<file path="src/hw/cnn_pkg.sv">
//==================================================
// layer dimensions, bit widths and data types of the
// streaming conv layer, imported by every RTL module
//==================================================

package cnn_pkg;

    //==================================================
    // layer dimensions
    //==================================================
    // input channels, side by side on the pixel bus
    localparam int CI = 2;
    // output channels, one mac block each
    localparam int CO = 2;
    // square kernel
    localparam int K = 3;

    //==================================================
    // bit widths
    //==================================================
    // signed input pixel
    localparam int IBW = 8;
    // signed weight
    localparam int W_BW = 4;
    // signed bias
    localparam int B_BW = 8;
    // product width plus 5 guard bits for CI*K*K = 18 terms
    localparam int ACC_BW = IBW + W_BW + 5;
    // one more bit for the bias add
    localparam int AB_BW = ACC_BW + 1;
    // relu result, sign bit dropped
    localparam int OBW = AB_BW - 1;

    //==================================================
    // data types
    //==================================================
    // one pixel of one channel
    typedef logic signed [IBW-1:0] pixel_t;
    // one kernel tap
    typedef logic signed [W_BW-1:0] weight_t;
    // per output channel bias
    typedef logic signed [B_BW-1:0] bias_t;
    // window sum of one output channel
    typedef logic signed [ACC_BW-1:0] acc_t;
    // activated output point
    typedef logic [OBW-1:0] ofmap_t;

endpackage

</file>
<file path="src/hw/cnn_acc_ci.sv">
//==================================================
// two-stage mac of one output channel: registered
// products, then registered sum over CI*K*K taps
//==================================================
`timescale 1ns/1ns

module cnn_acc_ci import cnn_pkg::*; (
    input  logic    clk,
    input  logic    reset_n,
    input  logic    i_in_valid,
    input  pixel_t  i_window [CI][K][K],
    input  weight_t i_weight [CI][K][K],
    output logic    o_acc_valid,
    output acc_t    o_acc
);

    // full product of pixel and weight
    localparam int PBW = IBW + W_BW;

    //==================================================
    // stage 1 products
    //==================================================
    logic signed [PBW-1:0] r_prod [CI][K][K];

    // pipeline advances every cycle, valid tags the data
    always_ff @(posedge clk) begin
        for (int ci = 0; ci < CI; ci++) begin
            for (int ky = 0; ky < K; ky++) begin
                for (int kx = 0; kx < K; kx++) begin
                    r_prod[ci][ky][kx] <= i_window[ci][ky][kx] * i_weight[ci][ky][kx];
                end
            end
        end
    end

    //==================================================
    // stage 2 sum
    //==================================================
    acc_t acc_sum;

    // signed sum, products sign-extended into acc width
    always_comb begin
        acc_sum = '0;
        for (int ci = 0; ci < CI; ci++) begin
            for (int ky = 0; ky < K; ky++) begin
                for (int kx = 0; kx < K; kx++) begin
                    acc_sum = acc_sum + r_prod[ci][ky][kx];
                end
            end
        end
    end

    always_ff @(posedge clk) begin
        o_acc <= acc_sum;
    end

    //==================================================
    // valid pipe
    //==================================================
    logic [1:0] r_valid;

    always_ff @(posedge clk or negedge reset_n) begin
        if (!reset_n) begin
            r_valid <= '0;
        end else begin
            r_valid <= {r_valid[0], i_in_valid};
        end
    end

    assign o_acc_valid = r_valid[1];

    // fixed two cycle latency
    a_acc_latency: assert property (
        @(posedge clk) disable iff (!reset_n)
        o_acc_valid |-> $past(i_in_valid, 2)
    ) else $error("accumulator valid not two cycles after window valid");

endmodule

</file>
<file path="src/hw/cnn_core.sv">
//==================================================
// conv layer top: window generator, one rom and mac
// per output channel, then shared bias/relu stage
//==================================================
`timescale 1ns/1ns

module cnn_core import cnn_pkg::*; #(
    parameter int IMG_X = 6,
    parameter int IMG_Y = 6
) (
    input  logic              clk,
    input  logic              reset_n,
    input  logic              i_in_valid,
    input  logic [CI*IBW-1:0] i_in_fmap,
    output logic              o_ot_valid,
    output logic [CO*OBW-1:0] o_ot_fmap
);

    //==================================================
    // window generator
    //==================================================
    logic   w_win_valid;
    pixel_t w_window [CI][K][K];

    conv_window_gen #(
        .IMG_X (IMG_X),
        .IMG_Y (IMG_Y)
    ) u_window_gen (
        .clk         (clk),
        .reset_n     (reset_n),
        .i_in_valid  (i_in_valid),
        .i_in_fmap   (i_in_fmap),
        .o_win_valid (w_win_valid),
        .o_window    (w_window)
    );

    //==================================================
    // per output channel rom and mac
    //==================================================
    logic  [CO-1:0] w_acc_valid;
    acc_t  [CO-1:0] w_acc;
    bias_t [CO-1:0] w_bias;

    for (genvar co = 0; co < CO; co++) begin : g_co
        weight_t w_weight [CI][K][K];

        conv_param_rom #(
            .CHANNEL_ID (co)
        ) u_rom (
            .o_weight (w_weight),
            .o_bias   (w_bias[co])
        );

        // same window and strobe into every channel
        cnn_acc_ci u_acc_ci (
            .clk         (clk),
            .reset_n     (reset_n),
            .i_in_valid  (w_win_valid),
            .i_window    (w_window),
            .i_weight    (w_weight),
            .o_acc_valid (w_acc_valid[co]),
            .o_acc       (w_acc[co])
        );
    end

    //==================================================
    // bias and relu
    //==================================================
    // channel 0 strobe stands for all of them
    conv_bias_relu u_bias_relu (
        .clk         (clk),
        .reset_n     (reset_n),
        .i_acc_valid (w_acc_valid[0]),
        .i_acc       (w_acc),
        .i_bias      (w_bias),
        .o_valid     (o_ot_valid),
        .o_fmap      (o_ot_fmap)
    );

    // mac channels run in lockstep
    a_acc_valid_agree: assert property (
        @(posedge clk) disable iff (!reset_n)
        (&w_acc_valid) || !(|w_acc_valid)
    ) else $error("accumulator valids disagree");

    // end to end, output 4 cycles after the accepted pixel
    a_core_latency: assert property (
        @(posedge clk) disable iff (!reset_n)
        o_ot_valid |-> $past(i_in_valid, 4)
    ) else $error("output strobe not 4 cycles after a pixel");

endmodule

</file>
<file path="src/hw/conv_bias_relu.sv">
//==================================================
// bias add and relu for all output channels,
// registered on the accumulator strobe
//==================================================
`timescale 1ns/1ns

module conv_bias_relu import cnn_pkg::*; (
    input  logic            clk,
    input  logic            reset_n,
    input  logic            i_acc_valid,
    input  acc_t  [CO-1:0]  i_acc,
    input  bias_t [CO-1:0]  i_bias,
    output logic            o_valid,
    output ofmap_t [CO-1:0] o_fmap
);

    //==================================================
    // bias add and clamp
    //==================================================
    logic signed [AB_BW-1:0] add_bias [CO];
    ofmap_t relu [CO];

    always_comb begin
        for (int co = 0; co < CO; co++) begin
            // both operands sign-extended to AB_BW
            add_bias[co] = $signed(i_acc[co]) + $signed(i_bias[co]);
            // negative sum reads zero, else drop the sign bit
            relu[co] = add_bias[co][AB_BW - 1] ? '0 : add_bias[co][OBW-1:0];
        end
    end

    //==================================================
    // output register
    //==================================================
    always_ff @(posedge clk) begin
        if (i_acc_valid) begin
            for (int co = 0; co < CO; co++) begin
                o_fmap[co] <= relu[co];
            end
        end
    end

    // strobe follows the data by one cycle
    always_ff @(posedge clk or negedge reset_n) begin
        if (!reset_n) begin
            o_valid <= 1'b0;
        end else begin
            o_valid <= i_acc_valid;
        end
    end

endmodule

</file>
<file path="src/hw/conv_param_rom.sv">
//==================================================
// constant kernel and bias of one output channel,
// picked by CHANNEL_ID, fed to its mac block
//==================================================
`timescale 1ns/1ns

module conv_param_rom import cnn_pkg::*; #(
    parameter int CHANNEL_ID = 0
) (
    output weight_t o_weight [CI][K][K],
    output bias_t   o_bias
);

    //==================================================
    // weights
    //==================================================
    // ((co*7 + ci*5 + ky*3 + kx) mod 9) - 4, range -4..4
    for (genvar ci = 0; ci < CI; ci++) begin : g_ci
        for (genvar ky = 0; ky < K; ky++) begin : g_ky
            for (genvar kx = 0; kx < K; kx++) begin : g_kx
                localparam int WVAL = ((CHANNEL_ID * 7 + ci * 5 + ky * 3 + kx) % 9) - 4;
                assign o_weight[ci][ky][kx] = weight_t'(WVAL);
            end
        end
    end

    //==================================================
    // bias
    //==================================================
    // co*16 - 20
    localparam int BVAL = CHANNEL_ID * 16 - 20;

    assign o_bias = bias_t'(BVAL);

endmodule

</file>
<file path="src/hw/conv_window_gen.sv">
//==================================================
// row/col counters, per-channel line buffers and the
// KxK window register fed by the raster pixel stream
//==================================================
`timescale 1ns/1ns

module conv_window_gen import cnn_pkg::*; #(
    parameter int IMG_X = 6,
    parameter int IMG_Y = 6
) (
    input  logic               clk,
    input  logic               reset_n,
    input  logic               i_in_valid,
    input  pixel_t [CI-1:0]    i_in_fmap,
    output logic               o_win_valid,
    output pixel_t             o_window [CI][K][K]
);

    localparam int XW = (IMG_X > 1) ? $clog2(IMG_X) : 1;
    localparam int YW = (IMG_Y > 1) ? $clog2(IMG_Y) : 1;

    //==================================================
    // raster position
    //==================================================
    logic [XW-1:0] col;
    logic [YW-1:0] row;
    // accepted pixel is the bottom-right corner of a window
    logic win_done;

    always_ff @(posedge clk or negedge reset_n) begin
        if (!reset_n) begin
            col <= '0;
            row <= '0;
        end else if (i_in_valid) begin
            if (col == XW'(IMG_X - 1)) begin
                col <= '0;
                // wrap at frame end, next frame starts at row 0
                row <= (row == YW'(IMG_Y - 1)) ? '0 : row + 1'b1;
            end else begin
                col <= col + 1'b1;
            end
        end
    end

    assign win_done = i_in_valid && (int'(row) >= K - 1) && (int'(col) >= K - 1);

    //==================================================
    // line buffers
    //==================================================
    // index 0 holds the oldest line, K-1 the youngest
    pixel_t line_buf [CI][K][IMG_X];
    // current column after the vertical shift
    pixel_t col_now [CI][K];

    always_comb begin
        for (int ci = 0; ci < CI; ci++) begin
            // older lines move up by one
            for (int j = 0; j < K - 1; j++) begin
                col_now[ci][j] = line_buf[ci][j + 1][col];
            end
            // new pixel lands in the youngest line
            col_now[ci][K - 1] = i_in_fmap[ci];
        end
    end

    // shift only the column being written
    always_ff @(posedge clk) begin
        if (i_in_valid) begin
            for (int ci = 0; ci < CI; ci++) begin
                for (int j = 0; j < K; j++) begin
                    line_buf[ci][j][col] <= col_now[ci][j];
                end
            end
        end
    end

    //==================================================
    // window capture
    //==================================================
    // columns left of col were already shifted this row,
    // the rightmost column comes straight from col_now
    always_ff @(posedge clk) begin
        if (win_done) begin
            for (int ci = 0; ci < CI; ci++) begin
                for (int j = 0; j < K; j++) begin
                    for (int kx = 0; kx < K - 1; kx++) begin
                        o_window[ci][j][kx] <= line_buf[ci][j][int'(col) - (K - 1) + kx];
                    end
                    o_window[ci][j][K - 1] <= col_now[ci][j];
                end
            end
        end
    end

    // one pulse per completed window
    always_ff @(posedge clk or negedge reset_n) begin
        if (!reset_n) begin
            o_win_valid <= 1'b0;
        end else begin
            o_win_valid <= win_done;
        end
    end

    // window only ever follows an accepted pixel
    a_win_after_pixel: assert property (
        @(posedge clk) disable iff (!reset_n)
        o_win_valid |-> $past(i_in_valid)
    ) else $error("window strobe without an accepted pixel");

endmodule

</file>
<file path="config.mk">
export PLATFORM = sky130hd
export DESIGN_NAME = cnn_core
export DESIGN_NICKNAME = d
export VERILOG_FILES = /design/src/hw/cnn_pkg.sv /design/src/hw/cnn_acc_ci.sv /design/src/hw/cnn_core.sv /design/src/hw/conv_bias_relu.sv /design/src/hw/conv_param_rom.sv /design/src/hw/conv_window_gen.sv
export SDC_FILE = /design/constraint.sdc
export NUM_CORES = 1
export LEC_CHECK = 0
export ABC_AREA = 1
export BUFFER_PORTS_ARGS = -buffer_cell sky130_fd_sc_hd__buf_2
export CAP_MARGIN = 20
export CORE_AREA = 3 3 227 319
export CTS_BUF_LIST = sky130_fd_sc_hd__clkbuf_4
export DETAILED_ROUTE_END_ITERATION = 8
export DIE_AREA = 0 0 230 322
export PLACE_DENSITY = 0.77
export SLEW_MARGIN = 10
export SYNTH_ARGS = -nofsm -noshare
export SYNTH_HDL_FRONTEND = slang
export SYNTH_SLANG_ARGS = --single-unit
</file>
<file path="constraint.sdc">
create_clock -name clk -period 11.26 [get_ports clk]
set_input_delay 0 -clock clk [delete_from_list [all_inputs] [get_ports clk]]
set_output_delay 0 -clock clk [all_outputs]
set_load 0.02 [all_outputs]
</file>
==> results of run 1 <==
through the flow:
stage          area [um2]  hold WS (ns)  std cells  util [%]
2_1_floorplan       41700        -0.296       3759         -
3_3_place_gp        42800       -0.0836       4659      61.2
6_report            45600        0.0885       5023      65.2
4_1_cts             45600       0.00265       5017      65.1
3_5_place_dp        42800       -0.0812       4659      61.2
5_1_grt             45600        0.0304       5021      65.2
cell type report:
| cell class | instances | area, um2 |
|---|---|---|
| Clock buffer | 257 | 1930 |
| Timing Repair Buffer | 112 | 813 |
| Fill cell | 5287 | 24400 |
| Multi-Input combinational cell | 2178 | 18300 |
| Clock inverter | 64 | 477 |
| Antenna cell | 6 | 15.0 |
| Sequential cell | 776 | 20300 |
| Tap cell | 936 | 1170 |
| Inverter | 694 | 2610 |
what timing repair did:
action,CTS,global route
hold endpoints to repair,348,0
resized for setup,0,0
buffers inserted,0,0
hold buffers,37,0
worst min path at each step:
stage	startpoint	endpoint	slack (ns)	cells after the start
3_3_place_gp	reset_n	u_window_gen.col[0]	-0.08	1
3_5_place_dp	reset_n	u_window_gen.col[0]	-0.08	1
4_1_cts	reset_n	u_window_gen.row[0]	0.003	3
6_report	reset_n	u_window_gen.col[2]	0.09	3
5_1_grt	reset_n	u_window_gen.row[0]	0.03	3
2_1_floorplan	reset_n	g_co[0].u_acc_ci.r_valid[0]	-0.30	0
sequential cells by signal, indices dropped and copies added, names as in the netlist:
register                  cells
g_co.u_acc_ci.r_prod        266
g_co.u_acc_ci.o_acc          34
u_window_gen.col              3
u_window_gen.line_buf       288
u_window_gen.o_window       144
u_bias_relu.o_valid           1
u_bias_relu.o_fmap           34
g_co.u_acc_ci.r_valid         2
u_window_gen.row              3
u_window_gen.o_win_valid      1
cells by family (layout without fill, tap and decap cells):
logic type                 Yosys count  after routing  synth area share, %
AOI/OAI and AO/OA                  586            586                 8.17
xor gates and xnor gates           166            166                 3.50
muxes                               81             81                 1.95
buffers and inverters              805           1127                 7.84
other                                0              6                    0
and+or+nand+nor                    798            798                 7.90
adders and majority gates          547            547                 22.1
DFF                                776            776                 48.5
Yosys cell counts, types with 4 or more instances:
master	count	area, um2
nor3_2	5	50.1
a21boi_1	10	75.1
a32o_1	46	460
nand3b_1	4	30.0
buf_2	34	170
mux2i_1	80	801
clkbuf_1	35	131
o21ai_0	221	1110
o22ai_1	55	344
buf_1	6	22.5
o21ai_1	71	355
nor3_1	29	145
nand3_1	61	305
dfxtp_1	300	6010
nor2_1	203	762
inv_2	6	22.5
o22ai_2	5	62.6
ha_1	228	2850
nor2_2	12	75.1
xnor2_1	36	315
edfxtp_1	466	14000
buf_4	18	135
xor2_1	129	1130
inv_1	687	2580
nand2_1	452	1700
a21oi_1	146	731
o2111ai_1	5	43.8
dfrtp_1	10	250
nor4_1	6	37.5
fa_1	319	6390
buf_6	16	180
o211ai_1	12	90.1
nand4_1	15	93.8
worst max-delay path, cell delays in order (launching register included):
cell      delay [ns]
dfxtp_1         0.30
inv_1           0.06
fa_1            0.62
inv_1           0.08
fa_1            0.53
fa_1            0.54
fa_1            0.52
fa_1            0.56
inv_1           0.06
fa_1            0.53
inv_1           0.04
ha_1            0.35
a21oi_1         0.22
nand2_1         0.15
a21boi_1        0.30
o21ai_0         0.16
nand3_1         0.10
nand2_1         0.05
metal layers:
layer  vias to the layer above  GRT usage, %
met4                         0          14.0
met1                     13100          31.2
li1                      12800             -
met3                       252          5.23
met2                      1041          46.1
met5                         -             0
==> impl_metrics.env, run 1 <==
export IMPL_final_setup_skew_ns=0.0595
export IMPL_dp_hpwl_um=69000
export IMPL_post_route_min_period_ns=5.29
export IMPL_synth_edf_count=466
export IMPL_synthFlopType="edfxtp_1"
export IMPL_synth_async_reset_ratio_pct=1.29
export IMPL_yosysWarnings=0
export IMPL_final_nets=4505
export IMPL_ys_types=56
export IMPL_wl_per_cell_um=19.1
export IMPL_cp_arrival_ns=6.19
export IMPL_die_w_um=230
export IMPL_final_cell_mix="687 x inv_1, 466 x edfxtp_1, 451 x nand2_1, 319 x fa_1, 300 x dfxtp_1"
export IMPL_drive_gt1_share_pct=10.1
export IMPL_grt_max_degree=146
export IMPL_vias_per_cell=5.41
export IMPL_num_rows=115
export IMPL_coreArea_um2=69900
export IMPL_wl_met1_um=35800
export IMPL_overflow=0
export IMPL_rsz0062_at_grt="false"
export IMPL_vias=27200
export IMPL_drc=0
export IMPL_reg2reg_depth=17
export IMPL_syn_nets=4325
export IMPL_grt_pass1_wl_um=150000
export IMPL_firstDrtPassIters=6
export IMPL_status="finished, final reports clean"
export IMPL_antenna_found_initial=5
export IMPL_gp_congestion=0.908
export IMPL_seq_area_frac_synth_pct=48.5
export IMPL_port_buffers=53
export IMPL_drt_iter0_markers=2200
export IMPL_dieArea_um2=74100
export IMPL_grt_pass1_vias=28300
export IMPL_cts_root_buf="clkbuf_4"
export IMPL_final_common_cell="inv_1"
export IMPL_routed_wl_um=95700
export IMPL_final_max_slew_viol_count=0
export IMPL_cts_buffers=177
export IMPL_layout_setup_ws_ns=5.97
export IMPL_max_cap_viol_count=0
export IMPL_clk_latency_ns=1.04
export IMPL_setup_violations=0
export IMPL_met3WireLength_um=6150
export IMPL_hold_viol=0
export IMPL_endpoint="g_co[0].u_acc_ci.o_acc[16]"
export IMPL_max_clock_freq_ghz=0.189
export IMPL_cp_required_ns=12.16
export IMPL_max_slew_margin_pct=21.6
export IMPL_finalCritPeriodShare_pct=47.0
export IMPL_r2r_slack_ns=5.97
export IMPL_ys_seq_elements=776
export IMPL_grtUsageTotal_pct=26.5
export IMPL_dr_max_layer_used="met4"
export IMPL_tightest_slew_ns=1.16
export IMPL_r2r_end="g_co[0].u_acc_ci.o_acc[16]"
export IMPL_syn_to_final_growth_pct=9.17
export IMPL_startpoint="g_co[0].u_acc_ci.r_prod[1][15]"
export IMPL_netlist_area_um2=41700
export IMPL_setup_tns_ns=0
export IMPL_start_kind="flop"
export IMPL_initial_utilization_pct=59.7
export IMPL_clock_sinks=776
export IMPL_htree_levels=4
export IMPL_hp_class="in -> async"
export IMPL_cts_max_path_buffers=3
export IMPL_cp_end_kind="flop"
export IMPL_crit_fanout=4
export IMPL_synthCells=3759
export IMPL_ant_nets=0
export IMPL_cts_clk_slew_worst_paths_ns=0.07
export IMPL_cts_tree="done"
export IMPL_crit_type="reg -> reg"
export IMPL_met2_wirelength_um=48600
export IMPL_pin_count=54
export IMPL_die_h_um=322
export IMPL_dp_slack_ns=6.01
export IMPL_worstReg2RegStart="g_co[0].u_acc_ci.r_prod[1][15]"
export IMPL_syn_area_per_cell_um2=11.1
Power of run 1 is left out: the tool's default activity adds up to more than one toggle a clock period on the data nets, which glitch-free logic cannot reach.
==> run 2, diff against run 1 <==
==> constraint.sdc (replaced) <==
create_clock -name clk -period 4.7 [get_ports clk]
set_input_delay 0 -clock clk [delete_from_list [all_inputs] [get_ports clk]]
set_output_delay 0 -clock clk [all_outputs]
set_load 0.02 [all_outputs]
==> run 2 against run 1 <==
  * The run now ends with negative setup slack left
  * Die area stayed put
  * Global-route usage rose by 0.52 points
  * Fmax grew 5.3%
  * Sequential share of layout area decreased by 1.6 points
  * Final area up 4.0%
  * Worst setup slack got worse by 6.3 ns
  * Clock skew is 0.039 ns higher
  * Routed wire length up 4.9%
  * Critical path depth grew 1
  * Register-to-register slack worse by 6.3 ns
  * Clock-buffer cell count down 1
==> impl_metrics.env, run 2 (same netlist as run 1, synthesis figures left out) <==
export IMPL_start_kind="flop"
export IMPL_grt_pass1_wl_um=153000
export IMPL_hold_viol=0
export IMPL_cts_max_path_buffers=3
export IMPL_violations="negative setup slack"
export IMPL_cp_arrival_ns=5.91
export IMPL_critPathMaxStageDelay_ns=0.61
export IMPL_tightest_slew_ns=1.33
export IMPL_antenna_found_initial=6
export IMPL_post_route_min_period_ns=5.02
export IMPL_overflow=0
export IMPL_num_rows=115
export IMPL_finalCritPeriodShare_pct=107
export IMPL_final_cell_mix="621 x inv_1, 466 x edfxtp_1, 425 x nand2_1, 292 x fa_1, 273 x dfxtp_1"
export IMPL_routed_wl_um=100000
export IMPL_vias=28100
export IMPL_cp_common_cell="fa_1"
export IMPL_drive_gt1_share_pct=17.7
export IMPL_status="complete, but fails checks"
export IMPL_cts_root_buf="clkbuf_4"
export IMPL_crit_fanout=5
export IMPL_max_slew_margin_pct=11.5
export IMPL_dp_hpwl_um=69400
export IMPL_gp_congestion=0.925
export IMPL_cp_required_ns=5.59
export IMPL_setup_violations=18
export IMPL_cp_end_kind="flop"
export IMPL_vias_per_cell=5.49
export IMPL_die_h_um=322
export IMPL_worstReg2RegStart="g_co[1].u_acc_ci.r_prod[1][68]"
export IMPL_clock_sinks=776
export IMPL_reg2reg_depth=18
export IMPL_cts_buffers=175
export IMPL_crit_type="reg -> reg"
export IMPL_crit_family="adder cells"
export IMPL_cts_tree="done"
export IMPL_port_buffers=53
export IMPL_r2r_slack_ns=-0.32
export IMPL_drt_iter0_markers=2402
export IMPL_worst_path_buf_inv=5
export IMPL_firstDrtPassIters=6
export IMPL_clk_latency_ns=1.08
export IMPL_dieArea_um2=74100
export IMPL_setup_tns_ns=-3.06
export IMPL_drc=0
export IMPL_ant_nets=0
export IMPL_grtUsageTotal_pct=27.0
export IMPL_hp_class="in -> async"
export IMPL_rsz0062_at_grt="true"
export IMPL_wl_per_cell_um=19.6
export IMPL_r2r_end="g_co[1].u_acc_ci.o_acc[13]"
export IMPL_cts_clk_slew_worst_paths_ns=0.08
export IMPL_final_common_cell="inv_1"
export IMPL_startpoint="g_co[1].u_acc_ci.r_prod[1][68]"
export IMPL_initial_utilization_pct=59.7
export IMPL_final_setup_skew_ns=0.0990
export IMPL_top_regs="u_window_gen.line_buf: 288 flops, g_co.u_acc_ci.r_prod: 266 flops, u_window_gen.o_window: 144 flops"
export IMPL_htree_levels=4
export IMPL_crit_chain="inv_4, fa_2, inv_2, buf_4, fa_1, fa_1, fa_1, fa_1, inv_2, fa_1, inv_2, ha_4, a21o_1, nor2_2, nand2_2, nand3_2, nand2_2, xor2_1"
export IMPL_hold_ws_ns=0.148
export IMPL_final_max_slew_viol_count=0
export IMPL_max_clock_freq_ghz=0.199
export IMPL_coreArea_um2=69900
export IMPL_cp_slowest_cell="fa_2"
export IMPL_syn_to_final_growth_pct=13.5
export IMPL_die_w_um=230
export IMPL_final_nets=4595
export IMPL_grt_max_degree=230
export IMPL_pin_count=54
export IMPL_layout_setup_ws_ns=-0.323
export IMPL_max_cap_viol_count=0
export IMPL_top_register="u_window_gen.line_buf"
export IMPL_grt_pass1_vias=28900
export IMPL_largest_register_ffs=288
run 2: what timing repair did:
item	CTS	global route
buffers inserted	10	17
pin swaps	149	133
endpoints found under the setup margin	22	24
gates resized for setup	168	114
endpoints found under the hold margin	538	0
hold buffers	36	0
run 2: stage by stage:
step	setup WS [ns]	cell area [um2]	std cells	utilization, %
floorplan	-0.171	41900	3759	-
global placement	-0.283	43500	4726	62.2
detailed placement	-0.327	43500	4726	62.2
CTS	-0.165	47000	5091	67.1
global route	-0.406	47400	5113	67.8
finish	-0.323	47400	5113	67.8
run 2: worst max path at each step:
stage                                 end  cells after the start
6_report       g_co[1].u_acc_ci.o_acc[13]                     18
5_1_grt        g_co[1].u_acc_ci.o_acc[16]                     20
4_1_cts        g_co[1].u_acc_ci.o_acc[16]                     19
3_5_place_dp   g_co[1].u_acc_ci.o_acc[16]                     20
3_3_place_gp   g_co[0].u_acc_ci.o_acc[16]                     17
2_1_floorplan    u_window_gen.o_window[0]                      6
run 2: final cells by class:
cell class | count | area, um2
multi-input cells | 2178 | 19200
fillers | 4944 | 22500
diodes | 6 | 15.0
well taps | 936 | 1170
flip-flops and latches | 776 | 20300
clock buffers | 256 | 1920
repair buffers | 204 | 1630
clock inverters | 63 | 472
inverters | 694 | 2620
run 2: layer usage:
layer	track usage [%]	share of wire [%]	up-vias
met3	5.14	7.0	351
met5	0	0.026	-
met4	15.4	6.0	4
met2	47.8	51	1203
met1	30.7	36	13500
li1	-	-	13000
run 2: worst min-delay path, stage by stage:
cell and delay, ns:
dlygate4sd3_1 0.51, buf_2 0.15, dlygate4sd3_1 1.07
Power of run 2 is left out for the same reason.
